[src/include/fir_defines.svh]
// FIR filter sizing constants
// widths, tap counts, adder tree depth and pipeline latency

`ifndef FIR_DEFINES_SVH
`define FIR_DEFINES_SVH

// sample and internal datapath width, all arithmetic wraps at this width
`define FIR_DW 18

// full symmetric filter length
`define FIR_NUM_TAPS 43

// unique coefficients after folding, ceil(taps / 2)
`define FIR_NUM_UNIQ 22

// registered adder levels for 22 products
`define FIR_TREE_LEVELS 5

// enabled edges from sample capture to output
// delay line 1, pre-adder 1, multiplier 1, adder tree 5
`define FIR_LATENCY 8

`endif

[src/rtl/fir_pkg.sv]
// FIR filter shared types
// sample vectors for the datapath and the fixed symmetric coefficient set

`include "fir_defines.svh"

package fir_pkg;

	// one signed sample or partial sum
	typedef logic signed [`FIR_DW-1:0] sample_t;

	// whole delay line, entry 0 is the newest sample
	typedef sample_t [`FIR_NUM_TAPS-1:0] tap_vec_t;

	// folded sums or products, one per unique coefficient
	typedef sample_t [`FIR_NUM_UNIQ-1:0] fold_vec_t;

	// ************************************************************
	// coefficients 0..21, tap k uses entry min(k, 42-k)
	// ************************************************************
	localparam sample_t coef_table [`FIR_NUM_UNIQ] = '{
		18'sd88,
		18'sd0,
		-18'sd97,
		-18'sd197,
		-18'sd294,
		-18'sd380,
		-18'sd447,
		-18'sd490,
		-18'sd504,
		-18'sd481,
		-18'sd420,
		-18'sd319,
		-18'sd178,
		18'sd0,
		18'sd212,
		18'sd451,
		18'sd710,
		18'sd980,
		18'sd1252,
		18'sd1514,
		18'sd1756,
		18'sd1971
	};

endpackage

[src/rtl/fir_coef_mult.sv]
// FIR coefficient multipliers
// one registered product per folded sum, low 18 bits kept

`timescale 1ns/100ps

`include "fir_defines.svh"

module fir_coef_mult (
	input  logic                clk,
	input  logic                reset,
	input  logic                i_clk_ena,
	input  fir_pkg::fold_vec_t  i_folded,
	output fir_pkg::fold_vec_t  o_products
);

	fir_pkg::fold_vec_t products_q;

	// product is sized to the 18-bit target, upper half dropped
	always_ff @(posedge clk or posedge reset) begin
		if (reset) begin
			products_q <= '0;
		end else if (i_clk_ena) begin
			for (int k = 0; k < `FIR_NUM_UNIQ; k++) begin
				products_q[k] <= i_folded[k] * fir_pkg::coef_table[k];
			end
		end
	end

	assign o_products = products_q;

endmodule

[config.mk]
export PLATFORM = sky130hd
export DESIGN_NAME = fir_coef_mult
export DESIGN_NICKNAME = d
export VERILOG_FILES = /design/src/rtl/fir_pkg.sv /design/src/rtl/fir_coef_mult.sv
export VERILOG_INCLUDE_DIRS = /design/src /design/src/include
export SDC_FILE = /design/constraint.sdc
export NUM_CORES = 2
export LEC_CHECK = 0
export BUFFER_PORTS_ARGS = -buffer_cell sky130_fd_sc_hd__buf_2
export CAP_MARGIN = 20
export CORE_AREA = 2 2 308 310
export DETAILED_ROUTE_END_ITERATION = 8
export DIE_AREA = 0 0 310 312
export GPL_TIMING_DRIVEN = 0
export PLACE_DENSITY = 0.84
export SYNTH_ARGS = -nofsm -noshare
export SYNTH_HDL_FRONTEND = slang
export SYNTH_SLANG_ARGS = --single-unit
[constraint.sdc]
create_clock -name clk -period 15.6 [get_ports clk]
set_clock_uncertainty 0.2 [all_clocks]
set_input_delay 2.34 -clock clk [delete_from_list [all_inputs] [get_ports clk]]
set_output_delay 2.34 -clock clk [all_outputs]
set_load 0.05 [all_outputs]
==> impl_metrics.tcl <==
set metrics [dict create \
    cts.sinks 337 \
    r2r-start "o_products[124]$_DFFE_PP0P_" \
    power.density_mw_per_mm2 195 \
    ys_types 75 \
    drt_pass1_iterations 7 \
    reg2reg_to "o_products[124]$_DFFE_PP0P_" \
    synth_enable_flop_cells 0 \
    numPortBuffers 675 \
    layout.nets 7390 \
    clk_pin_slew_worst_paths_ns 0.06 \
    clk_latency_ns 0.62 \
    hold_end "o_products[295]$_DFFE_PP0P_" \
    synth_area_leaders "fa_1, ha_1, dfrtp_1" \
    drt_iter0_drc 1691 \
    status "finished clean" \
    die_area_sq_mm 0.0967 \
    die_w_microns 310 \
    io_pins 795 \
    grt_first_pass_wirelength_microns 211000 \
    synth_most_common_cell "inv_1" \
    top_layer "met5" \
    worstSetupEndpointType "flop" \
    drt-total-wl_microns 136000 \
    root_buffer "clkbuf_16" \
    grt.total_usage 0.284 \
    start_util 0.515 \
    grt_pass1_vias 38400 \
    synth_area_sq_mm 0.0479 \
    grt_start_max_net_pins 108 \
    slew_viol_final 0 \
    core_sq_mm 0.0930 \
    ir_drop_mv 0.181 \
    dp_slack_ns 8.31 \
    yosysWarnings 0 \
    n_fill_cell 7400 \
    hp-start "o_products[295]$_DFFE_PP0P_" \
    crit_path_start_kind "input port" \
    wl_met1_microns 51000 \
    cts_buffer_depth 3 \
    met3_length_microns 11000 \
    cts_buffers 46 \
    drc 0 \
    syn_inst 4707 \
    antenna_found_initial 44 \
    hold_class "flop to flop" \
    synth-async-reset-ratio 1.00 \
    tritoncts "done" \
    wl_per_cell_microns 19.9 \
    via_per_inst 5.21 \
    dp_hpwl_microns 115000 \
    crit_arrival_ns 6.98 \
    crit_required_ns 15.90 \
    fp.dieH_microns 312 \
    wl_met2_microns 65500 \
    rsz0062_at_grt "false" \
    ys_seq_elements 337 \
    ctsHoldBuffers 0 \
    fp-row-count 112 \
    synth_top_area_frac 0.244 \
    finalHoldViolations 0 \
    cap_violations 0 \
    ant_nets 0 \
    place_congestion 0.940 \
    seq_area_frac_synth 0.176 \
    max_freq_ghz 0.150 \
    post-cts-setup-buffers 0 \
    leakagePower_nw 29.9 \
    min_period_ns 6.68 \
    cp_max_fo 5 \
    vias 35600 \
    synth_largest_area_cell "fa_1" \
    slew_headroom 0.268 \
    tightest_slew_ns 1.10 \
    rrSetupSlack_ns 14.47 \
    htreeDepth 2 \
    finalSetupViolCount 0 \
    cts_resized 0 \
    placed_cells 6713 \
    holdPathStages 1 \
    finalCritPeriodShare 0.428 \
    critical_path_class "input port to flop" \
    synth_commonest_cells "inv_1, ha_1, fa_1" \
    fin_ws_ns 8.92 \
    layout-drive-gt1-share 0.200 \
    area_delta_synth_final_pct 15.2 \
    synth.avg_cell_area_sq_um 10.2 \
    synth_ff_type "dfrtp_1" \
    largest_reg_flops 337 \
    reg2reg_depth 2 \
    gr-total-overflow 0 \
    final_cells 6829 \
]
## layer usage
metal,vias to the layer above,track usage
li1,16500,-
met1,17500,0.329
met2,1142,0.479
met3,394,0.0791
met4,30,0.148
met5,-,0
## worst max path at each step
stage	startpoint	cells after the start	to	slack, ns
floorplan	reset	1	o_products[100]$_DFFE_PP0P_	3.72
global placement	reset	2	o_products[204]$_DFFE_PP0P_	-1.00
detailed placement	i_folded[383]	16	o_products[393]$_DFFE_PP0P_	8.31
CTS	i_folded[383]	16	o_products[393]$_DFFE_PP0P_	8.98
global route	i_folded[383]	16	o_products[393]$_DFFE_PP0P_	8.77
finish	i_folded[383]	16	o_products[393]$_DFFE_PP0P_	8.92
## cells in the final DEF, fill, tap and decap left out, types with 48 or more instances in the layout
master,count
conb_1,59
o21a_1,48
o21ai_0,92
nand2_1,49
inv_1,1289
buf_4,59
nor2_1,147
mux2_2,241
ha_1,900
a21o_1,67
nor3_1,53
xnor2_1,306
dfrtp_1,337
buf_2,675
a21oi_1,132
fa_1,584
## area by class of cell
type	count	area, sq um	area share
Antenna cell	30	75.1	0.00136
Clock buffer	55	1240	0.0225
Buffer	107	626	0.0113
Clock inverter	31	427	0.00773
Sequential cell	337	8430	0.153
Multi-Input combinational cell	3030	34300	0.620
Tap cell	1254	1570	0.0284
Timing Repair Buffer	694	3750	0.0679
Inverter	1291	4850	0.0879
## logic make-up (layout without fill, tap and decap cells)
logic type	count (synthesis)	count (layout)	synth area share
other cells	1	89	0.0000782
xor+xnor	352	352	0.0643
mux	244	244	0.0573
fa+ha+maj	1484	1484	0.479
flops	337	337	0.176
simple gates	356	356	0.0351
buf+inv	1398	2178	0.114
compound gates	535	535	0.0744
## through the flow
stage               setup TNS, ns   util  hold slack, ns  instance area, sq um  power (mW)
detailed placement              0  0.575           0.264                 53500        9.52
global placement          -314.43  0.571           0.259                 53100        9.22
CTS                             0  0.593           0.277                 55200        10.8
global route                    0  0.593           0.289                 55200        11.7
floorplan                       0      -           0.548                 48200        7.52
finish                          0  0.594           0.275                 55200        10.8
## critical path, stage by stage
cell and delay [ns]:
buf_2 0.13, ha_1 0.41, fa_1 0.52, inv_1 0.06, fa_1 0.54, inv_1 0.05
fa_1 0.50, fa_1 0.41, ha_1 0.35, a2111oi_0 0.35, o21ai_1 0.21, a41oi_1 0.42
o21bai_1 0.12, a21oi_1 0.20, xnor2_1 0.09, mux2_2 0.26
## where the power goes
part / switching (mW) / leakage [nW] / total (mW) / internal [mW]
sequential: 0.200 / 3.93 / 1.46 / 1.26
combinational: 4.96 / 25.2 / 8.15 / 3.19
clock: 0.475 / 0.808 / 1.19 / 0.711
total: 5.64 / 29.9 / 10.8 / 5.16
(Power assumes the default switching activity.)
