## src/include/fir_defines.svh

```systemverilog
// FIR filter sizing constants
// widths, tap counts, adder tree depth and pipeline latency

`ifndef FIR_DEFINES_SVH
`define FIR_DEFINES_SVH

// sample and internal datapath width, all arithmetic wraps at this width
`define FIR_DW 18

// full symmetric filter length
`define FIR_NUM_TAPS 43

// unique coefficients after folding, ceil(taps / 2)
`define FIR_NUM_UNIQ 22

// registered adder levels for 22 products
`define FIR_TREE_LEVELS 5

// enabled edges from sample capture to output
// delay line 1, pre-adder 1, multiplier 1, adder tree 5
`define FIR_LATENCY 8

`endif

```

## src/rtl/fir_valid_pipe.sv

```systemverilog
// FIR valid delay line
// shifts the input valid flag along with the datapath latency

`timescale 1ns/100ps

`include "fir_defines.svh"

module fir_valid_pipe (
	input  logic clk,
	input  logic reset,
	input  logic i_clk_ena,
	input  logic i_valid,
	output logic o_valid
);

	logic [`FIR_LATENCY-1:0] valid_q;

	// same enable as the datapath so stalls keep them aligned
	always_ff @(posedge clk or posedge reset) begin
		if (reset) begin
			valid_q <= '0;
		end else if (i_clk_ena) begin
			valid_q <= {valid_q[`FIR_LATENCY-2:0], i_valid};
		end
	end

	assign o_valid = valid_q[`FIR_LATENCY-1];

endmodule

```

## config.mk

```make
export PLATFORM = sky130hd
export DESIGN_NAME = fir_valid_pipe
export DESIGN_NICKNAME = d
export VERILOG_FILES = /design/src/rtl/fir_valid_pipe.sv
export VERILOG_INCLUDE_DIRS = /design/src /design/src/include
export SDC_FILE = /design/constraint.sdc
export NUM_CORES = 1
export LEC_CHECK = 0
export BUFFER_PORTS_ARGS = -buffer_cell sky130_fd_sc_hd__buf_2
export CAP_MARGIN = 30
export CORE_AREA = 2 2 39 41
export DETAILED_ROUTE_END_ITERATION = 8
export DIE_AREA = 0 0 41 43
export HOLD_SLACK_MARGIN = 0.05
export SLEW_MARGIN = 10
export SYNTH_ARGS = -nofsm -noshare
export SYNTH_HDL_FRONTEND = slang
export SYNTH_SLANG_ARGS = --single-unit
```

## constraint.sdc

```tcl
create_clock -name clk -period 1.1 [get_ports clk]
set_input_delay 0.055 -clock clk [delete_from_list [all_inputs] [get_ports clk]]
set_output_delay 0.055 -clock clk [all_outputs]
set_load 0.005 [all_outputs]
```

==> metrics.log <==
INFO  metric result_of_the_run = complete, no violations
INFO  metric drt-pass1-iter-count = 2
INFO  metric synthesis.nets = 22
INFO  metric cap_violations = 0
INFO  metric synth_cell_type_count = 4
INFO  metric postSynthCellCount = 18
INFO  metric diodes = 0
INFO  metric global_route.usage.total = between 8 and 9%
INFO  metric power_frac_seq = between 50 and 60%
INFO  metric vias_in_the_first_global_route = around 190
INFO  metric clk_root_buffer_cell = sky130_fd_sc_hd__clkbuf_4
INFO  metric timing.max_slew.rel_slack = 80.63%
INFO  metric final_period_minus_worst_setup_slack = 813.2 ps
INFO  metric power_frac_comb = 20.1%
INFO  metric power.ir.vdd_worst = between 0.0007 and 0.0008 V
INFO  metric switching_share = between 20% and 30%
INFO  metric portBuffers = 4
INFO  metric critical_path.endpoint_type = output pin
INFO  metric synth_seq_cells = 8
INFO  metric clk_pin_slew_worst_paths = 60 ps
INFO  metric critical_path_arrival = 760 ps
INFO  metric async_reset_ff_share = 100.0%
INFO  metric fin_tns_setup = 0 ps
INFO  metric final_net_count = 32
INFO  metric layout.filler_cells = approximately 140
INFO  metric cellInternalPower = between 600 and 700 uW
INFO  metric synth.top_cell.area_share = approximately three fifths
INFO  metric avgRoutedWirePerCell = 12.21 um
INFO  metric timing.critical_path.slowest_stage_cell = sky130_fd_sc_hd__dfrtp_1
INFO  metric drv_slew = 0
INFO  metric power_share_of_the_clock_group = about 28%
INFO  metric growth_of_design_area_from_synthesis_to_finish = 21.27%
INFO  metric cts_inserted_buffers = 3
INFO  metric required_time_of_the_critical_path = 1040 ps
INFO  metric viasPerCell = between 4 and 5
INFO  metric routed_vias = approximately 170
INFO  metric floorplan.io_pins = 5
INFO  metric antenna_found_initial = 0
INFO  metric grt_first_pass_wirelength = slightly below 900 um
INFO  metric cts_tree = done
INFO  metric ant_nets = 0
INFO  metric die_h = between 40 and 50 um
INFO  metric gp_congestion = 0.5598
INFO  metric crit_path_max_fanout = 2
INFO  metric rows = 14
INFO  metric final_period_util = 73.93%
INFO  metric critPathLaunchType = register
INFO  metric start_util = 24.23%
INFO  metric yosys_warnings = 0
INFO  metric synth.avg_cell_area = 18.63 um2
INFO  metric cts_max_path_buffers = 2
INFO  metric power_density = 2014 nW/um2
INFO  metric critPathTopFamily = flip-flops
INFO  metric yosys_most_used_dff = sky130_fd_sc_hd__dfrtp_1
INFO  metric largest-register = valid_q
INFO  metric cts_num_sinks = 8
INFO  metric reg.largest.list = valid_q x8
INFO  metric share_of_post_route_cells_with_drive_strength_above_1 = 57.69%
INFO  metric drt-initial-drc-count = 2
INFO  metric slew_at_the_pin_with_the_worst_max_slew_slack = about 290 ps
INFO  metric power.leakage = 0.2036 nW
INFO  metric grt_max_degree = 9
INFO  metric synth.cell_area = between 300 and 400 um2
INFO  metric dr_drc_count = 0
INFO  metric critical_path.cell_chain = buf_2
INFO  metric number_of_enable_flip_flop_cells_after_synthesis = 0
INFO  metric utilization_of_the_core_after_routing = 29.39%
INFO  metric ys_top_cells_by_count = sky130_fd_sc_hd__dfrtp_1, sky130_fd_sc_hd__mux2_4, sky130_fd_sc_hd__buf_6, sky130_fd_sc_hd__inv_1
INFO  metric hp-class = primary input to register
INFO  metric yosysSeqAreaShare = between 50% and 60%
INFO  metric clock_latency_at_the_later_pin_of_the_worst_skew_pair = ~260 ps
INFO  metric design.die.area = roughly 1800 um2
INFO  metric max_freq = approximately 1.2 GHz
INFO  metric yosysTopAreaCell = sky130_fd_sc_hd__dfrtp_1
INFO  metric yosys-top-cells-area = sky130_fd_sc_hd__dfrtp_1, sky130_fd_sc_hd__mux2_4, sky130_fd_sc_hd__buf_6
INFO  metric htree_levels = 1
INFO  metric worstSetupPathType = register to output pin
INFO  metric worst_clock_skew_on_the_final_layout = between 1 and 1.5 ps
INFO  metric grt_setup_unrepaired = no
INFO  metric final_number_of_setup_violating_endpoints = 0
INFO  metric routed_wirelength = roughly 510 um
INFO  metric hold_viol = 0
INFO  metric max_ffs_per_register = 8
INFO  metric floorplan.die.width = 41 um
INFO  metric worstPathBufferInverterCount = 1
INFO  metric switchingPower = 194.9 uW
INFO  metric globalRoute.totalOverflow = 0
INFO  metric core_area = between 1000 and 1500 um2
INFO  metric max_stage_delay = ~370 ps
power groups by stage:
| stage | Sequential [mW] | Clock, mW | Combinational [mW] |
|---|---|---|---|
| 2_1_floorplan | 0.412 | 0 | 0.133 |
| 3_3_place_gp | 0.415 | 0 | 0.158 |
| 3_5_place_dp | 0.424 | 0 | 0.163 |
| 4_1_cts | 0.422 | 0.239 | 0.167 |
| 5_1_grt | 0.431 | 0.265 | 0.182 |
| 6_report | 0.422 | 0.232 | 0.165 |
placed cells by master (no fill, tap or decap):
cell type                       count
sky130_fd_sc_hd__buf_2              4
sky130_fd_sc_hd__dlygate4sd3_1      2
sky130_fd_sc_hd__mux2_4             8
sky130_fd_sc_hd__inv_1              1
sky130_fd_sc_hd__clkbuf_4           3
sky130_fd_sc_hd__dfrtp_1            8
area by class of cell:
type                       count  area [um2]  share of cell area [%]
inverter                       1       3.754                  0.9231
clock buffer                   3       22.52                   5.538
timing repair buffer           6       40.04                   9.846
sequential                     8       200.2                   49.23
multi-input combinational      8       120.1                   29.54
tap                           16       20.02                   4.923
final timing paths:
kind	slack, ps	start	cells past startpoint	end
worst min register to register	510	valid_q[7]	1	valid_q[7]
max in group asynchronous	600	reset	3	valid_q[1]
worst max-delay path	290	valid_q[7]	1	o_valid
worst min-delay path	240	i_clk_ena	2	valid_q[6]
worst max register to register	330	valid_q[0]	1	valid_q[0]
min in group asynchronous	280	reset	3	valid_q[5]
routing by layer:
| metal | up-vias | part of all wire, % | track usage (%) |
|---|---|---|---|
| li1 | 76 | - | - |
| met3 | 2 | 8.6 | 7.853 |
| met2 | 9 | 41 | 8.438 |
| met1 | 87 | 49 | 10.67 |
| met5 | - | 0 | 0 |
| met4 | 0 | 1.8 | 6.000 |
cells by family (layout without fill, tap and decap cells):
| group | after synthesis | count (layout) | share of synthesized area, % |
|---|---|---|---|
| DFF | 8 | 8 | 59.70 |
| muxes | 8 | 8 | 35.82 |
| buffers and inverters | 2 | 10 | 4.476 |
stage by stage:
step / cell area [um2] / setup slack, ps / hold slack (ps) / power [mW] / std cells
floorplan: 335.3 / 351.7 / -129.3 / 0.5447 / 18
global placement: 364.1 / 360.2 / -12.96 / 0.5729 / 37
detailed placement: 364.1 / 338.9 / 9.320 / 0.5873 / 37
CTS: 406.6 / 270.5 / 224.7 / 0.8287 / 42
global route: 406.6 / 238.4 / 223.4 / 0.8779 / 42
finish: 406.6 / 286.8 / 240.4 / 0.8190 / 42
timing repair:
action | CTS | global route
endpoints found under the setup margin | 0 | 0
gates resized for setup | 0 | 0
hold buffers | 2 | 0
setup buffers | 0 | 0
hold endpoints to repair | 9 | 0
No activity file was read; power rests on OpenSTA's default activity.
