==> src/include/fir_defines.svh <==
// FIR filter sizing constants
// widths, tap counts, adder tree depth and pipeline latency

`ifndef FIR_DEFINES_SVH
`define FIR_DEFINES_SVH

// sample and internal datapath width, all arithmetic wraps at this width
`define FIR_DW 18

// full symmetric filter length
`define FIR_NUM_TAPS 43

// unique coefficients after folding, ceil(taps / 2)
`define FIR_NUM_UNIQ 22

// registered adder levels for 22 products
`define FIR_TREE_LEVELS 5

// enabled edges from sample capture to output
// delay line 1, pre-adder 1, multiplier 1, adder tree 5
`define FIR_LATENCY 8

`endif

==> src/rtl/fir_pkg.sv <==
// FIR filter shared types
// sample vectors for the datapath and the fixed symmetric coefficient set

`include "fir_defines.svh"

package fir_pkg;

	// one signed sample or partial sum
	typedef logic signed [`FIR_DW-1:0] sample_t;

	// whole delay line, entry 0 is the newest sample
	typedef sample_t [`FIR_NUM_TAPS-1:0] tap_vec_t;

	// folded sums or products, one per unique coefficient
	typedef sample_t [`FIR_NUM_UNIQ-1:0] fold_vec_t;

	// ************************************************************
	// coefficients 0..21, tap k uses entry min(k, 42-k)
	// ************************************************************
	localparam sample_t coef_table [`FIR_NUM_UNIQ] = '{
		18'sd88,
		18'sd0,
		-18'sd97,
		-18'sd197,
		-18'sd294,
		-18'sd380,
		-18'sd447,
		-18'sd490,
		-18'sd504,
		-18'sd481,
		-18'sd420,
		-18'sd319,
		-18'sd178,
		18'sd0,
		18'sd212,
		18'sd451,
		18'sd710,
		18'sd980,
		18'sd1252,
		18'sd1514,
		18'sd1756,
		18'sd1971
	};

endpackage

==> src/rtl/fir_preadd.sv <==
// FIR symmetric pre-adder
// folds tap pairs k and 42-k into one registered sum each,
// the centre tap passes through a bye register

`timescale 1ns/100ps

`include "fir_defines.svh"

module fir_preadd (
	input  logic                clk,
	input  logic                reset,
	input  logic                i_clk_ena,
	input  fir_pkg::tap_vec_t   i_taps,
	output fir_pkg::fold_vec_t  o_folded
);

	fir_pkg::fold_vec_t folded_q;

	always_ff @(posedge clk or posedge reset) begin
		if (reset) begin
			folded_q <= '0;
		end else if (i_clk_ena) begin
			// pairs share a coefficient, sum wraps at 18 bits
			for (int k = 0; k < `FIR_NUM_UNIQ - 1; k++) begin
				folded_q[k] <= i_taps[k] + i_taps[`FIR_NUM_TAPS-1-k];
			end
			// centre tap has no partner
			folded_q[`FIR_NUM_UNIQ-1] <= i_taps[`FIR_NUM_UNIQ-1];
		end
	end

	assign o_folded = folded_q;

endmodule

==> config.mk <==
export PLATFORM = sky130hd
export DESIGN_NAME = fir_preadd
export DESIGN_NICKNAME = d
export VERILOG_FILES = /design/src/rtl/fir_pkg.sv /design/src/rtl/fir_preadd.sv
export VERILOG_INCLUDE_DIRS = /design/src /design/src/include
export SDC_FILE = /design/constraint.sdc
export NUM_CORES = 2
export LEC_CHECK = 0
export ABC_AREA = 1
export BUFFER_PORTS_ARGS = -buffer_cell sky130_fd_sc_hd__buf_2
export CELL_PAD_IN_SITES_DETAIL_PLACEMENT = 0
export CELL_PAD_IN_SITES_GLOBAL_PLACEMENT = 1
export CORE_AREA = 2 2 459 461
export CTS_CLUSTER_DIAMETER = 40
export DETAILED_ROUTE_END_ITERATION = 6
export DIE_AREA = 0 0 461 463
export PLACE_DENSITY_LB_ADDON = 0.1
export SLEW_MARGIN = 5
export SYNTH_ARGS = -nofsm -noshare
export SYNTH_HDL_FRONTEND = slang
export SYNTH_SLANG_ARGS = --single-unit
==> constraint.sdc <==
create_clock -name clk -period 12.1 [get_ports clk]
set_clock_uncertainty 0.2 [all_clocks]
set_input_delay 0.605 -clock clk [delete_from_list [all_inputs] [get_ports clk]]
set_output_delay 0.605 -clock clk [all_outputs]
set_load 0.01 [all_outputs]
==> run summary <==
core area: 208500 um^2
DRC: 0
M1 WL: 80000 um
final WL: 197000 um
post-synthesis sequential area ratio: 0.2865
Max VDD drop: 0.1408 mV
final hold vios: 0
Die Footprint: 213400 um^2
CP Launch Type: primary input
Slew @ Worst Pin: 1.015 ns
Finished Core Util: 0.2371
Post-Place Setup Slack: 8.459 ns
Max clock buf depth: 3
reg2reg path depth: 2
most used cell, CP: buf_4
DRT Pass-1 Iters: 5
row count: 168
average size of a mapped cell: 6.679 um^2
H-tree level count: 4
final RePlAce weighted congestion: 0.8730
Initial Util: 0.1659
worst path cell trace: dlygate4sd3_1 > buf_2 > inv_8 > buf_4 > buf_4
Mapped Nets: 6333
Worst EP arrival: 3.60 ns
minimum clock period: 3.009 ns
FILL cells: 23860
leakage power: 27.03 nW
via density per instance: 4.069
Total GRT Usage: 0.1801
number of routed nets with antenna violations: 0
largest net degree at the start of global routing: 183
Seq cells post-synth: 396
first-pass GRT wire length: 280900 um
unrepaired setup endpoints after global routing: false
power density over cell area: 155.3 nW/um^2
final HPWL from detailed placement: 165800 um
flip-flop count of the largest register after layout: 396
max-cap violations: 0
worst hold stages: 4
reg2reg start: o_folded[169]
gr ovfl total: 0
met2 WL: 94540 um
final worst setup slack: 9.091 ns
fin cells: 9456
TritonCTS Buffers: 146
vias in the first global route: 39460
yosys warns: 0
Port Buf Inserts: 1172
Crit-path slowest cell: buf_4
Critical Path Max Stage Delay: 0.78 ns
chip width: 461 um
area grow syn2layout: 42.95%
crit path kind: in -> async
post-route setup TNS: 0 ns
layout cells sized above 1: 0.2287
WL/cell: 20.83 um
wire length on met3: 16660 um
Netlist Area Pre-Place: 34580 um^2
Placed Instances: 9082
worst skew pair latency: 0.78 ns
critical-path maximum fanout: 89
crit end category: async pin
Final nets: 7658
Worst Hold Class: in -> reg
Clock transition at path regs: 0.04 ns
Rel. slew slack: 0.3232
Fmax: 332.3 MHz
clock sink count: 396
post-CTS setup buffers: 0
initial antenna violation count: 125
outcome: finished clean
min-delay src: i_taps[612]
final setup vio count: 0
Top Ports: 1173
fin crit share: 0.2487
Post-Synthesis Cells: 5178
CP startpoint: reset
DRT iter0 DRCs: 1827
max-slew violations: 0
DR top layer: met5
CTS tree: built
Die Y: 463 um
Root Driver: clkbuf_16
Netlist cell types: 32
Crit path required time: 12.69 ns
via count: 38470
## power breakdown
part           total, W  internal (W)  switching (W)
combinational   0.00207      0.000747        0.00132
sequential      0.00170       0.00155       0.000147
clock           0.00390       0.00276        0.00115
total           0.00768       0.00506        0.00262
## cell usage in the layout (no fill, tap or decap), types with 20 or more instances in the layout
cell type,Yosys,routed
o21ai_0,182,182
clkinv_2,0,30
clkbuf_16,0,149
nand2_1,2044,2044
dlygate4sd3_1,0,78
dfrtp_1,396,396
o21ai_1,63,63
buf_2,21,1171
nand3_1,384,384
inv_1,599,598
fa_1,21,21
xor2_1,28,28
clkbuf_8,0,36
nand3_2,21,21
xnor2_1,126,126
diode_2,0,30
o21ai_2,22,22
nand2_2,29,29
a21oi_1,313,313
nor3_1,55,55
nor2_1,258,258
ha_1,357,357
a31oi_1,21,21
clkbuf_1,22,23
a21o_1,20,20
and2_1,33,33
nand3b_1,74,74
## cell usage after synthesis
library cell	n	area, um^2
buf_2	21	105.1
inv_4	1	6.260
nand3b_1	74	555.5
buf_6	23	259.0
ha_1	357	4467
clkbuf_1	22	82.58
inv_1	599	2248
xnor2_1	126	1104
nand3_2	21	210.2
o21ai_0	182	910.9
o21bai_1	12	90.09
a21oi_2	2	17.52
a21o_1	20	150.1
or2_1	12	75.07
o21ai_2	22	192.7
nor2_1	258	968.4
a21oi_1	313	1567
nand2_1	2044	7672
nand2_2	29	181.4
dfrtp_1	396	9910
nor3_2	8	80.08
nand4_1	9	56.30
fa_1	21	420.4
and2_1	33	206.5
a31oi_1	21	131.4
o21ai_1	63	315.3
buf_1	1	3.750
xor2_1	28	245.2
nor3_1	55	275.3
nor2_2	1	6.260
buf_4	20	150.1
nand3_1	384	1922
## what timing repair did
action	CTS	global route
setup endpoints to repair	0	0
hold endpoints to repair	136	0
hold buffers	78	0
resized for setup	0	0
## cells by family after synthesis
kind of cell / after synthesis / share of synthesized area
AO/OA/AOI/OAI: 635 / 0.09757
adder cells (fa/ha/maj): 378 / 0.1413
XOR/XNOR: 154 / 0.03900
AND/OR/NAND/NOR: 2928 / 0.3530
flip-flops: 396 / 0.2865
buffers and inverters: 687 / 0.08256
## path summary, 6_finish.rpt
kind / slack (ns) / endpoint
worst max-delay path: 9.09 / o_folded[288]
worst min-delay path: 0.06 / o_folded[144]
worst max register to register: 11.03 / o_folded[169]
worst min register to register: 0.27 / o_folded[395]
max in group clk: 9.46 / o_folded[56]
min in group asynchronous: 0.35 / o_folded[185]
## critical path, delay by kind of cell
family | cells | cell delay (ns)
buffers and inverters | 5 | 2.76
## layer usage
layer	vias up	GRT usage
met4	108	0.05052
met1	17500	0.2046
met3	369	0.06826
met5	-	0
met2	1096	0.3115
li1	19410	-
## cell type report
class / count / area (um^2) / area share
flip-flops and latches: 396 / 9910 / 0.2004
multi-input cells: 4095 / 21820 / 0.4413
inverters: 600 / 2276 / 0.04603
well taps: 2805 / 3510 / 0.07099
diodes: 30 / 75.07 / 0.001518
repair buffers: 1264 / 6774 / 0.1370
clock inverters: 58 / 765.7 / 0.01549
clock buffers: 208 / 4310 / 0.08718
## per-stage QoR
| stage | hold WS [ns] | total power (W) | cell area [um^2] |
|---|---|---|---|
| after floorplan | 0.3073 | 0.002818 | 34580 |
| after global placement | 0.2531 | 0.003827 | 43510 |
| after detailed placement | 0.2554 | 0.003818 | 43510 |
| after CTS | 0.0004474 | 0.007868 | 49360 |
| after global routing | 0.0009707 | 0.008160 | 49410 |
| final | 0.06476 | 0.007676 | 49440 |
(Power assumes the default switching activity.)
