## src/include/fir_defines.svh

```systemverilog
// FIR filter sizing constants
// widths, tap counts, adder tree depth and pipeline latency

`ifndef FIR_DEFINES_SVH
`define FIR_DEFINES_SVH

// sample and internal datapath width, all arithmetic wraps at this width
`define FIR_DW 18

// full symmetric filter length
`define FIR_NUM_TAPS 43

// unique coefficients after folding, ceil(taps / 2)
`define FIR_NUM_UNIQ 22

// registered adder levels for 22 products
`define FIR_TREE_LEVELS 5

// enabled edges from sample capture to output
// delay line 1, pre-adder 1, multiplier 1, adder tree 5
`define FIR_LATENCY 8

`endif

```

## src/rtl/fir_pkg.sv

```systemverilog
// FIR filter shared types
// sample vectors for the datapath and the fixed symmetric coefficient set

`include "fir_defines.svh"

package fir_pkg;

	// one signed sample or partial sum
	typedef logic signed [`FIR_DW-1:0] sample_t;

	// whole delay line, entry 0 is the newest sample
	typedef sample_t [`FIR_NUM_TAPS-1:0] tap_vec_t;

	// folded sums or products, one per unique coefficient
	typedef sample_t [`FIR_NUM_UNIQ-1:0] fold_vec_t;

	// ************************************************************
	// coefficients 0..21, tap k uses entry min(k, 42-k)
	// ************************************************************
	localparam sample_t coef_table [`FIR_NUM_UNIQ] = '{
		18'sd88,
		18'sd0,
		-18'sd97,
		-18'sd197,
		-18'sd294,
		-18'sd380,
		-18'sd447,
		-18'sd490,
		-18'sd504,
		-18'sd481,
		-18'sd420,
		-18'sd319,
		-18'sd178,
		18'sd0,
		18'sd212,
		18'sd451,
		18'sd710,
		18'sd980,
		18'sd1252,
		18'sd1514,
		18'sd1756,
		18'sd1971
	};

endpackage

```

## src/rtl/fir_adder_tree.sv

```systemverilog
// FIR output adder tree
// five registered levels of pairwise sums, 22 -> 11 -> 6 -> 3 -> 2 -> 1,
// an odd last entry goes through a bye register to keep paths aligned

`timescale 1ns/100ps

`include "fir_defines.svh"

module fir_adder_tree (
	input  logic                clk,
	input  logic                reset,
	input  logic                i_clk_ena,
	input  fir_pkg::fold_vec_t  i_products,
	output fir_pkg::sample_t    o_sum
);

	// entries present at the input of a level
	function automatic int level_count(input int lvl);
		int n;
		n = `FIR_NUM_UNIQ;
		for (int i = 0; i < lvl; i++) begin
			n = (n + 1) / 2;
		end
		return n;
	endfunction

	// ************************************************************
	// one generate block per tree level
	// ************************************************************
	genvar l, j;

	for (l = 0; l < `FIR_TREE_LEVELS; l++) begin : g_level
		localparam int N_IN  = level_count(l);
		localparam int N_OUT = level_count(l + 1);

		fir_pkg::sample_t src [N_IN];
		fir_pkg::sample_t sum_q [N_OUT];

		// first level reads the products, others the level before
		if (l == 0) begin : g_src
			for (j = 0; j < N_IN; j++) begin : g_in
				assign src[j] = i_products[j];
			end
		end else begin : g_src
			for (j = 0; j < N_IN; j++) begin : g_in
				assign src[j] = g_level[l-1].sum_q[j];
			end
		end

		always_ff @(posedge clk or posedge reset) begin
			if (reset) begin
				sum_q <= '{default: '0};
			end else if (i_clk_ena) begin
				for (int k = 0; k < N_IN / 2; k++) begin
					sum_q[k] <= src[2*k] + src[2*k+1];
				end
				// bye register for the odd one out
				if (N_IN % 2 == 1) begin
					sum_q[N_OUT-1] <= src[N_IN-1];
				end
			end
		end
	end

	assign o_sum = g_level[`FIR_TREE_LEVELS-1].sum_q[0];

endmodule

```

## config.mk

```make
export PLATFORM = sky130hd
export DESIGN_NAME = fir_adder_tree
export DESIGN_NICKNAME = d
export VERILOG_FILES = /design/src/rtl/fir_pkg.sv /design/src/rtl/fir_adder_tree.sv
export VERILOG_INCLUDE_DIRS = /design/src /design/src/include
export SDC_FILE = /design/constraint.sdc
export NUM_CORES = 2
export LEC_CHECK = 0
export BUFFER_PORTS_ARGS = -buffer_cell sky130_fd_sc_hd__buf_2
export CORE_MARGIN = 5
export CORE_UTILIZATION = 25
export CTS_CLUSTER_DIAMETER = 50
export DETAILED_ROUTE_END_ITERATION = 10
export PLACE_DENSITY_LB_ADDON = 0.25
export SLEW_MARGIN = 20
export SYNTH_ARGS = -nofsm -noshare
export SYNTH_HDL_FRONTEND = slang
export SYNTH_SLANG_ARGS = --single-unit
```

## constraint.sdc

```tcl
create_clock -name clk -period 19 [get_ports clk]
set_input_delay 3.8 -clock clk [delete_from_list [all_inputs] [get_ports clk]]
set_output_delay 3.8 -clock clk [all_outputs]
set_load 0.005 [all_outputs]
```

==> metrics.md <==
| Metric | Value |
|---|---|
| Cell count after synthesis | `3,388` |
| Fraction of layout cells with a size suffix above 1 | `21.2%` |
| First-pass GRT wire length | `146,000 um` |
| Vias in the first global route | `27,202` |
| Most area-hungry cell type in the Yosys netlist | `dfrtp_1` |
| CTS buffer count | `76` |
| Post_cts resized | `0` |
| Worst-path cell chain | `buf_8 -> inv_8 -> buf_4 -> buf_4 -> nor2_1 -> a221o_1 -> or3b_2` |
| Met2 Usage GRT | `22.7%` |
| Syn Nets | `4,165` |
| Crit-path most repeated cell | `buf_4` |
| Slew Viols, Final | `0` |
| Critical path arrival | `6.90 ns` |
| CTS Buffer Depth | `3` |
| Vias | `26,919` |
| Post-synth top cells | `dfrtp_1 (414), ha_1 (357), nor2_1 (256)` |
| Count leader, synth | `dfrtp_1` |
| Placed cell count | `5,396` |
| Clk_lat worst skew | `0.62 ns` |
| Worst slack at placement | `11.90 ns` |
| PD cells | `144 nW/um^2` |
| Max Fclk | `156 MHz` |
| Synth warnings | `0` |
| Setup ws final | `12.58 ns` |
| Ant. Diodes | `0` |
| Reg2reg end | `g_level[2].sum_q[16]` |
| Total of max-cap violations | `0` |
| Design Power | `5.55 mW` |
| Type of the tightest min-delay check | `flip-flop to flip-flop` |
| # DRC | `0` |
| Non-filler cells, final | `5,531` |
| CP required | `19.48 ns` |
| Area of the mapped netlist | `32,100 sq um` |
| H-tree depth | `3` |
| Worst setup path start | `i_clk_ena` |
| Syn avg cell area | `9.47 sq um` |
| Path depth of the worst reg2reg path | `10` |
| Crit path kind | `primary input to flip-flop` |
| IR drop worst, VDD | `68.0 uV` |
| Routability Congestion | `0.815` |
| WHS | `0.480 ns` |
| R2R setup slack | `16.23 ns` |
| Reg clk slew, reported paths | `0.05 ns` |
| Worst Tran Pin Value | `1.07 ns` |
| Count of different cell masters after synthesis | `75` |
| Period utilization | `33.8%` |
| Clk sink count | `414` |
| Crit path largest cell delay | `0.68 ns` |
| Layout Nets | `4,589` |
| Ranking of synthesized cells by area | `dfrtp_1 (32%), ha_1 (14%), mux2_2 (7.9%), xnor2_1 (4.8%), a21oi_1 (3.9%)` |
| Largest net degree at the start of global routing | `190` |
| Leak | `17.2 nW` |
| GRT busiest layer | `met2` |
| Critical path launch point type | `primary input` |
| I/O pin count | `417` |
| Drt pass-1 iters | `5` |
| Die area | `136,000 sq um` |
| CP top delay family | `buffers and inverters` |
| Area growth syn-to-layout | `20.6%` |
| Finish-stage setup viols | `0` |
| CTS Hold Bufs | `0` |
| Grt met3 use | `1.83%` |
| RSZ-0062 raised after global routing | `no` |
| Chip width | `368 um` |
| Crit path time final | `6.42 ns` |
| Initial DRC count | `1,167` |
| Async set or reset register ratio after synthesis | `100%` |
| Rel. slew slack | `26.7%` |
| # rows | `131` |
| WL/cell | `16.6 um` |
| Met1 Usage GRT | `17.1%` |
| Yosys reg bits | `414` |
| CTS tree | `done` |
| Status | `finished, final reports clean` |
| Final clock skew | `0.0201 ns` |
| Top FF cell, synth | `dfrtp_1` |
| Hold Path Stages | `2` |
| Crit-path max FO | `121` |
| Register area share after synthesis | `32.3%` |
| Die Y | `368 um` |
| Drt total wl | `91,800 um` |
| GR Overflow Total | `0` |
| Total negative slack | `0 ns` |
| Root buf cell | `clkbuf_16` |
| Slowest stage cell, crit path | `inv_8` |
| Gr usage total | `13.1%` |
| Antenna-violating nets left | `0` |
| Post-synth EDFFs | `0` |
| CP Capture Type | `flip-flop` |
| HP Start | `o_sum[9]` |
| Bufs and invs on worst path | `4` |
| Detailed Place HPWL | `71,100 um` |
| Initial antenna violation count | `2` |
| Core Region | `128,000 sq um` |
| Setup bufs post-CTS | `0` |
| Hold Fails Final Rpt | `0` |
| Hold EP | `o_sum[9]` |
| Synth top area share | `32.3%` |
| Ratio of routed vias to standard cells | `4.87` |
| FF-to-FF Start | `g_level[1].sum_q[18]` |
| Initial core utilization | `25.2%` |
| Port bufs | `416` |
==> per-layer routing <==
metal | up-vias | wire length, um
li1 | 13613 | -
met4 | 4 | 2010
met1 | 12814 | 42600
met2 | 390 | 44200
met5 | - | 25
met3 | 98 | 2920
==> state kept, by name, summed over array words and instances (netlist names) <==
signal / count
g_level.sum_q: 396
o_sum: 18
==> worst min-delay path: cells and delay by family (launching register included) <==
family / cells / cell delay [ns]
AO/OA/AOI/OAI: 1 / 0.05
flip-flops: 1 / 0.34
AND/OR/NAND/NOR: 1 / 0.05
==> power breakdown <==
group          switching [mW]  total [mW]  internal, mW
combinational            1.42        2.69          1.26
clock                   0.500        1.41         0.910
sequential              0.251        1.46          1.21
total                    2.17        5.55          3.38
==> final cells by class <==
type | count | area (sq um)
clock buffers | 91 | 2040
clock inverters | 44 | 586
fillers | 13448 | 88800
inverters | 127 | 492
multi-input cells | 2766 | 20900
flip-flops and latches | 414 | 10400
well taps | 1662 | 2080
repair buffers | 427 | 2190
==> stage by stage <==
| stage | instance area [sq um] | utilization (%) |
|---|---|---|
| after floorplan | 32100 | - |
| after global placement | 36000 | 28.3 |
| after detailed placement | 36000 | 28.3 |
| after CTS | 38700 | 30.3 |
| after global routing | 38700 | 30.3 |
| final | 38700 | 30.3 |
==> cell families (layout without fill, tap and decap cells) <==
logic type      Yosys count  after routing  share of synthesized area (%)
compound gates         1093           1093                           23.1
buf+inv                 208            689                           2.43
flops                   414            414                           32.3
xor+xnor                216            216                           5.90
fa+ha+maj               378            378                           15.2
simple gates            842            842                           12.8
mux                     237            237                           8.27
==> cell usage in the layout (no fill, tap or decap), types with 30 or more instances in the layout <==
master / instances
a211oi_1: 93
a21boi_0: 30
a21o_1: 132
a21oi_1: 250
a31oi_1: 35
buf_2: 415
clkbuf_16: 78
dfrtp_1: 414
ha_1: 357
inv_1: 125
mux2_2: 224
nand2_1: 193
nand3_1: 82
nor2_1: 256
nor2b_1: 51
nor3_1: 80
o211ai_1: 32
o21a_1: 69
o21ai_0: 165
o21bai_1: 38
o2bb2ai_1: 34
o31ai_1: 40
xnor2_1: 174
xor2_1: 42
==> worst max path at each step <==
stage	end	cells after the start
after global routing	g_level[1].sum_q[104]	7
final	g_level[1].sum_q[104]	7
after global placement	g_level[1].sum_q[104]	7
after CTS	g_level[1].sum_q[104]	7
after detailed placement	g_level[1].sum_q[104]	7
after floorplan	g_level[0].sum_q[0]	1
No activity file was read; power rests on OpenSTA's default activity.
