File: config.mk
export PLATFORM = sky130hd
export DESIGN_NAME = fir_delay_line
export DESIGN_NICKNAME = d
export VERILOG_FILES = /design/src/rtl/fir_pkg.sv /design/src/rtl/fir_delay_line.sv
export VERILOG_INCLUDE_DIRS = /design/src /design/src/include
export SDC_FILE = /design/constraint.sdc
export NUM_CORES = 1
export LEC_CHECK = 0
export BUFFER_PORTS_ARGS = -buffer_cell sky130_fd_sc_hd__buf_2
export CAP_MARGIN = 40
export CORE_AREA = 10 10 303 305
export DETAILED_ROUTE_END_ITERATION = 8
export DIE_AREA = 0 0 313 315
export PLACE_DENSITY = 0.68
export SKIP_LAST_GASP = 1
export SYNTH_ARGS = -nofsm -noshare
export SYNTH_HDL_FRONTEND = slang
export SYNTH_SLANG_ARGS = --single-unit
export TNS_END_PERCENT = 20
File: constraint.sdc
create_clock -name clk -period 55.3 [get_ports clk]
set_input_delay 8.295 -clock clk [delete_from_list [all_inputs] [get_ports clk]]
set_output_delay 8.295 -clock clk [all_outputs]
set_load 0.02 [all_outputs]
File: src/include/fir_defines.svh
// FIR filter sizing constants
// widths, tap counts, adder tree depth and pipeline latency

`ifndef FIR_DEFINES_SVH
`define FIR_DEFINES_SVH

// sample and internal datapath width, all arithmetic wraps at this width
`define FIR_DW 18

// full symmetric filter length
`define FIR_NUM_TAPS 43

// unique coefficients after folding, ceil(taps / 2)
`define FIR_NUM_UNIQ 22

// registered adder levels for 22 products
`define FIR_TREE_LEVELS 5

// enabled edges from sample capture to output
// delay line 1, pre-adder 1, multiplier 1, adder tree 5
`define FIR_LATENCY 8

`endif

File: src/rtl/fir_pkg.sv
// FIR filter shared types
// sample vectors for the datapath and the fixed symmetric coefficient set

`include "fir_defines.svh"

package fir_pkg;

	// one signed sample or partial sum
	typedef logic signed [`FIR_DW-1:0] sample_t;

	// whole delay line, entry 0 is the newest sample
	typedef sample_t [`FIR_NUM_TAPS-1:0] tap_vec_t;

	// folded sums or products, one per unique coefficient
	typedef sample_t [`FIR_NUM_UNIQ-1:0] fold_vec_t;

	// ************************************************************
	// coefficients 0..21, tap k uses entry min(k, 42-k)
	// ************************************************************
	localparam sample_t coef_table [`FIR_NUM_UNIQ] = '{
		18'sd88,
		18'sd0,
		-18'sd97,
		-18'sd197,
		-18'sd294,
		-18'sd380,
		-18'sd447,
		-18'sd490,
		-18'sd504,
		-18'sd481,
		-18'sd420,
		-18'sd319,
		-18'sd178,
		18'sd0,
		18'sd212,
		18'sd451,
		18'sd710,
		18'sd980,
		18'sd1252,
		18'sd1514,
		18'sd1756,
		18'sd1971
	};

endpackage

File: src/rtl/fir_delay_line.sv
// FIR sample delay line
// 43-deep shift register, advances on every enabled edge

`timescale 1ns/100ps

`include "fir_defines.svh"

module fir_delay_line (
	input  logic               clk,
	input  logic               reset,
	input  logic               i_clk_ena,
	input  fir_pkg::sample_t   i_sample,
	output fir_pkg::tap_vec_t  o_taps
);

	fir_pkg::tap_vec_t taps_q;

	// new sample enters at tap 0, oldest falls off tap 42
	// invalid samples are shifted in too, they stay in the history
	always_ff @(posedge clk or posedge reset) begin
		if (reset) begin
			taps_q <= '0;
		end else if (i_clk_ena) begin
			taps_q <= {taps_q[`FIR_NUM_TAPS-2:0], i_sample};
		end
	end

	assign o_taps = taps_q;

endmodule

==> results.md, run 1 <==
* Crit. End Element: flip-flop
* Setup TNS at 0 ns
* Cells after synthesis at 1635
* CTS Root Cell: clkbuf_16
* Crit path top cell by count: buf_4
* GPL Wtd Cong at 0.916
* Die width at 313 um
* Quantity of hold-fixing buffers added after cts at 0
* PD cells at between 50 and 60 nW/um2
* Minimum clock period at 13.04 ns
* Clock buffer count from CTS at 84
* Fraction of layout cells with a size suffix above 1 at 68.4%
* Post-CTS sizing at 0
* Synth-to-layout area growth at 26.3%
* Router iterations before antenna repair at 4
* Post-DP HPWL at between 60 and 70 mm
* Max frequency at 0.0767 GHz
* Worst path slowest cell: buf_4
* Setup Buffers After CTS at 0
* Fin crit share at 23.6%
* Arrival @ worst endpoint at 13.55 ns
* Outcome: completed
* Synth Flop Type: dfrtp_1
* Crit path launch: i_clk_ena
* Placement Cell Area at 33900 um2
* Reg power frac at between 40% and 50%
* R2r endpoint: o_taps[122]
* Switch Pwr at 771 uW
* Total wire length at between 80 and 90 mm
* GR Overflow Total at 0
* CP Launch Type: input port
* Ys Warns at 0
* 1st-iter DRT viols at between 1000 and 1500
* Clk pin slew, worst setup/hold paths at 0.06 ns
* Switching share of total power at ~37%
* Worst-path cell chain: buf_8 > buf_4 > buf_12 > buf_4 > buf_4 > buf_4 > buf_4 > mux2_2
* Synthesized flop and latch total at between 700 and 800
* Mapped Area at roughly 29000 um2
* Final setup violation count at 0
* Die Ht at roughly 320 um
* Site Rows at 108
* Die area at between 90000 and 100000 um2
* Via/cell ratio at around 4.7
* Vias at approximately 17000
* Max FO, Critical Path at 95
* DRC Markers at 0
* Starting density of the core at 33.8%
* Final Hold Fails at 0
* Crit Reg-Reg Startpoint: o_taps[104]
* Wire per inst at 23.2 um
* Cell variety after synth at 5
* Syn_nets at between 1500 and 2000
* Max VDD drop at 0.0373 mV
* I/O pins at 795
* R2R setup slack at 54.27 ns
* GRT Util Overall at 16.6%
* Worst Setup Path Type: input port to flip-flop
* Number of nets in the layout at 2476
* Clock Sinks at 774
* Antenna violations before repair at 1
* Clock power share at 26.7%
* Sequential area share after synthesis at between 60% and 70%
* Worst slew pin tran at 1.01 ns
* Clk_skew at about 0.047 ns
* Post-synth top cells: dfrtp_1 (774), mux2_2 (774), buf_6 (85), buf_2 (1), inv_1 (1)
* Largest cells by area after synthesis: dfrtp_1 (67%), mux2_2 (30%), buf_6 (3.3%)
* Unrepaired setup endpoints after global routing: false
* Async S/R FF share, synth at 100%
* Critical path required time at 55.81 ns
* Clk_lat worst skew at 0.63 ns
* Worst Hold Depth at 1
* P_int at 1.30 mW
* CP Capture Point: o_taps[300]
* Post-synth EDFFs at 0
* Power, Total at slightly above 2 mW
* Leakage at 18.9 nW
* Slew Limit Headroom at 32.7%
* Max Slew Vio Count at 0
* Fin area at roughly 37000 um2
* Share of the synthesized area in the top cell type at 66.7%
* CP max stage delay at 0.86 ns
* Global-route wire length before repair at 126 mm
* Final core utilization at 42.7%
* Number of global-route vias before repair at 18600
* Combinational power share at between 30% and 40%
* Total of max-cap violations at 0
* Port bufs at 794
* Max reg flops at just under 800
* Largest net degree at the start of global routing at 178
* H-tree levels at 3
* Core area at 85900 um2
* CTS tree: done
* Reg2Reg Depth at 1
* Syn avg cell area at 17.8 um2
* Hold slack at between 0.5 and 0.6 ns
* Synth area leader: dfrtp_1
* Max clock buf depth at 3
* Min-Delay Path Class: flip-flop to flip-flop
* Antenna-violating nets left at 0
## critical path: cells and delay by family
kind                   cells  cell delay [ns]
multiplexers               1             0.42
buffers and inverters      7             4.58
## cells in the final DEF (no fill, tap or decap), types with 3 or more instances in the layout
cell | Yosys | layout
buf_2 | 1 | 793
mux2_2 | 774 | 774
dfrtp_1 | 774 | 774
clkbuf_16 | 0 | 84
clkbuf_8 | 0 | 26
clkbuf_1 | 0 | 21
buf_4 | 0 | 16
buf_16 | 0 | 7
diode_2 | 0 | 3
inv_6 | 0 | 3
buf_12 | 0 | 3
## layout make-up
class / instances / area [um2]
sequential: 774 / 19400
inverter: 1 / 11.3
tap: 1155 / 1450
clock inverter: 15 / 245
fill: 7823 / 49300
timing repair buffer: 820 / 4360
clock buffer: 131 / 2540
antenna: 3 / 7.51
multi-input combinational: 774 / 8720
## how the worst min path moves through the flow
stage                      startpoint          end  slack [ns]
after floorplan           o_taps[756]  o_taps[756]        0.64
after CTS                 o_taps[761]  o_taps[761]        0.51
after global routing      o_taps[728]  o_taps[746]        0.52
final                     o_taps[769]  o_taps[769]        0.50
after detailed placement  o_taps[761]  o_taps[761]        0.49
after global placement    o_taps[766]  o_taps[766]        0.48
## metrics by stage
stage          setup slack [ns]  instances
4_1_cts                   42.36       3669
2_1_floorplan             25.28       1635
3_3_place_gp              41.71       3515
3_5_place_dp              41.68       3523
5_1_grt                   41.97       3670
6_report                  42.26       3673
## kinds of logic (layout without fill, tap and decap cells)
logic type / count (synthesis) / count (layout) / synth area share, %
buffers and inverters: 87 / 967 / 3.32
other: 0 / 3 / 0
multiplexers: 774 / 774 / 30.0
flip-flops: 774 / 774 / 66.7
## power groups by stage
stage / clock network [mW] / logic [mW] / registers, mW
6_report: 0.555 / 0.635 / 0.886
5_1_grt: 0.594 / 0.670 / 0.909
4_1_cts: 0.571 / 0.646 / 0.887
3_5_place_dp: 0 / 0.644 / 0.894
3_3_place_gp: 0 / 0.636 / 0.885
2_1_floorplan: 0 / 0.179 / 1.05
## per-layer routing
| layer | track usage (%) | vias to the layer above | routed length [um] |
|---|---|---|---|
| met1 | 19.1 | 8943 | 32500 |
| met4 | 6.00 | 0 | 2490 |
| met3 | 5.61 | 125 | 7040 |
| li1 | - | 7447 | - |
| met5 | 0 | - | 0 |
| met2 | 28.4 | 637 | 43100 |
No activity file was read; power rests on OpenSTA's default activity.
==> inputs of run 2 (changes only) <==
Settings changed: CORE_AREA 10 10 303 305 to 10 10 300 302, DIE_AREA 0 0 313 315 to 0 0 310 312, PLACE_DENSITY 0.68 to 0.71.
Clock period 55.3 ns to 10.5 ns, I/O delays scaled along.
==> results.md, run 2 (same netlist as run 1, synthesis figures left out) <==
* Slew Limit Headroom at 20.7% (-12 points)
* Vias at 16900 (-1.3%)
* Fraction of layout cells with a size suffix above 1 at 68.3% (-0.076 points)
* CP Launch Type: input port
* Starting density of the core at 34.4% (+0.64 points)
* CTS tree: done
* GRT Util Overall at 16.5% (-0.080 points)
* Critical path required time at 11.01 ns (-44.80 ns)
* Router iterations before antenna repair at 4 (unchanged)
* Max reg flops at 774 (unchanged)
* Largest net degree at the start of global routing at 202 (+13%)
* Setup Buffers After CTS at 0 (unchanged)
* Most frequent cells in the layout: buf_2 (793), mux2_2 (774), dfrtp_1 (774), clkbuf_16 (82), clkbuf_1 (21)
* GPL Wtd Cong at 0.853 (-6.9%)
* Global-route wire length before repair at 121 mm (-3.7%)
* Via/cell ratio at 4.70 (+0.69%)
* Port bufs at 794 (unchanged)
* 1st-iter DRT viols at 977 (-14%)
* Site Rows at 107 (-0.93%)
* Post-DP HPWL at 62.2 mm (-3.9%)
* Max Slew Vio Count at 0 (unchanged)
* Post-CTS sizing at 0 (unchanged)
* Fin crit share at between 30% and 40%
* Leakage at 18.8 nW (-0.35%)
* Core area at 84300 um2 (-1.9%)
* Worst Setup Path Type: input port to flip-flop
* Die area at 96700 um2 (-1.9%)
* Clock buffer count from CTS at 82 (-2.4%)
* Max frequency at about 0.28 GHz
* Arrival @ worst endpoint at 4.04 ns (-9.51 ns)
* Hold slack at 0.496 ns (-0.00740 ns)
* Power, Total at 10.9 mW (+420%)
* Antenna-violating nets left at 0 (unchanged)
* Clock Sinks at 774 (unchanged)
* Synth-to-layout area growth at 25.6%
* Final setup violation count at 0 (unchanged)
* Cell family with most CP delay: buffers and inverters
* Sum of buffers and inverters on the critical path at 4 (-3)
* H-tree levels at 3 (unchanged)
* Total of max-cap violations at 0 (unchanged)
* Quantity of hold-fixing buffers added after cts at 0 (unchanged)
* Clk pin slew, worst setup/hold paths at 0.06 ns (about the same)
* Worst slew pin tran at 1.19 ns (+0.180 ns)
* Min-Delay Path Class: flip-flop to flip-flop
* Number of nets in the layout at 2466 (-0.40%)
* Max clock buf depth at 3 (unchanged)
* Minimum clock period at 3.53 ns
* Clk_skew at 0.0554 ns (+0.00815 ns)
* Max VDD drop at 0.241 mV (+550%)
* Total wire length at 83.5 mm (-1.9%)
* Clk_lat worst skew at 0.63 ns (about the same)
* Die width at 310 um (-0.96%)
* DRC Markers at 0 (unchanged)
* Final core utilization at 43.3% (+0.57 points)
* Crit. End Element: flip-flop
* Commonest non-fill, non-tap cell in the layout: buf_2
* Worst-path cell chain: buf_8 > buf_12 > buf_4 > buf_16 > mux2_2
* PD cells at 298 nW/um2 (+430%)
* Wire per inst at 23.2 um (about the same)
* Final Hold Fails at 0 (unchanged)
* GR Overflow Total at 0 (unchanged)
* Worst path slowest cell: buf_12
* Number of global-route vias before repair at 17700 (-4.9%)
* Max FO, Critical Path at 159 (+67%)
* Outcome: completed
* CTS Root Cell: clkbuf_16
* CP max stage delay at 0.62 ns (-0.24 ns)
* Antenna violations before repair at 1 (unchanged)
* Unrepaired setup endpoints after global routing: false
* I/O pins at 795 (unchanged)
* Die Ht at 312 um (-0.95%)
## run 2: cell type report
class | count | area, um2
Fill cell | 7677 | 47900
Sequential cell | 774 | 19400
Multi-Input combinational cell | 774 | 8720
Timing Repair Buffer | 812 | 4290
Clock buffer | 119 | 2350
Tap cell | 1090 | 1360
Clock inverter | 29 | 383
Inverter | 1 | 7.51
Antenna cell | 3 | 7.51
## run 2: path summary, 6_finish.rpt
kind,start,to,slack [ns],cells after the start
min reg2reg,o_taps[611],o_taps[629],0.50,1
min,o_taps[611],o_taps[629],0.50,1
max,i_clk_ena,o_taps[312],6.97,5
max reg2reg,o_taps[102],o_taps[120],9.44,1
min in group asynchronous,reset,o_taps[692],1.06,2
max in group asynchronous,reset,o_taps[126],7.29,4
## run 2: power breakdown
group | total (mW) | internal [mW] | switching, mW | leakage [nW]
sequential | 4.66 | 3.86 | 0.800 | 9.92
combinational | 3.33 | 1.28 | 2.05 | 7.56
clock | 2.90 | 1.67 | 1.22 | 1.34
total | 10.9 | 6.81 | 4.07 | 18.8
## run 2: per-stage QoR
stage	setup slack, ns	cell area, um2	instances	TNS, ns
2_1_floorplan	-1.69	29100	1635	-1309.65
3_3_place_gp	6.16	33600	3446	0
3_5_place_dp	6.41	33700	3451	0
4_1_cts	7.11	36500	3599	0
5_1_grt	6.93	36500	3599	0
6_report	6.97	36500	3602	0
## run 2: metal layers
metal	vias up	global-route usage (%)	wire [um]
li1	7455	-	-
met3	129	6.13	8230
met2	613	28.3	41000
met4	0	5.78	2630
met5	-	0	0
met1	8740	18.6	31600
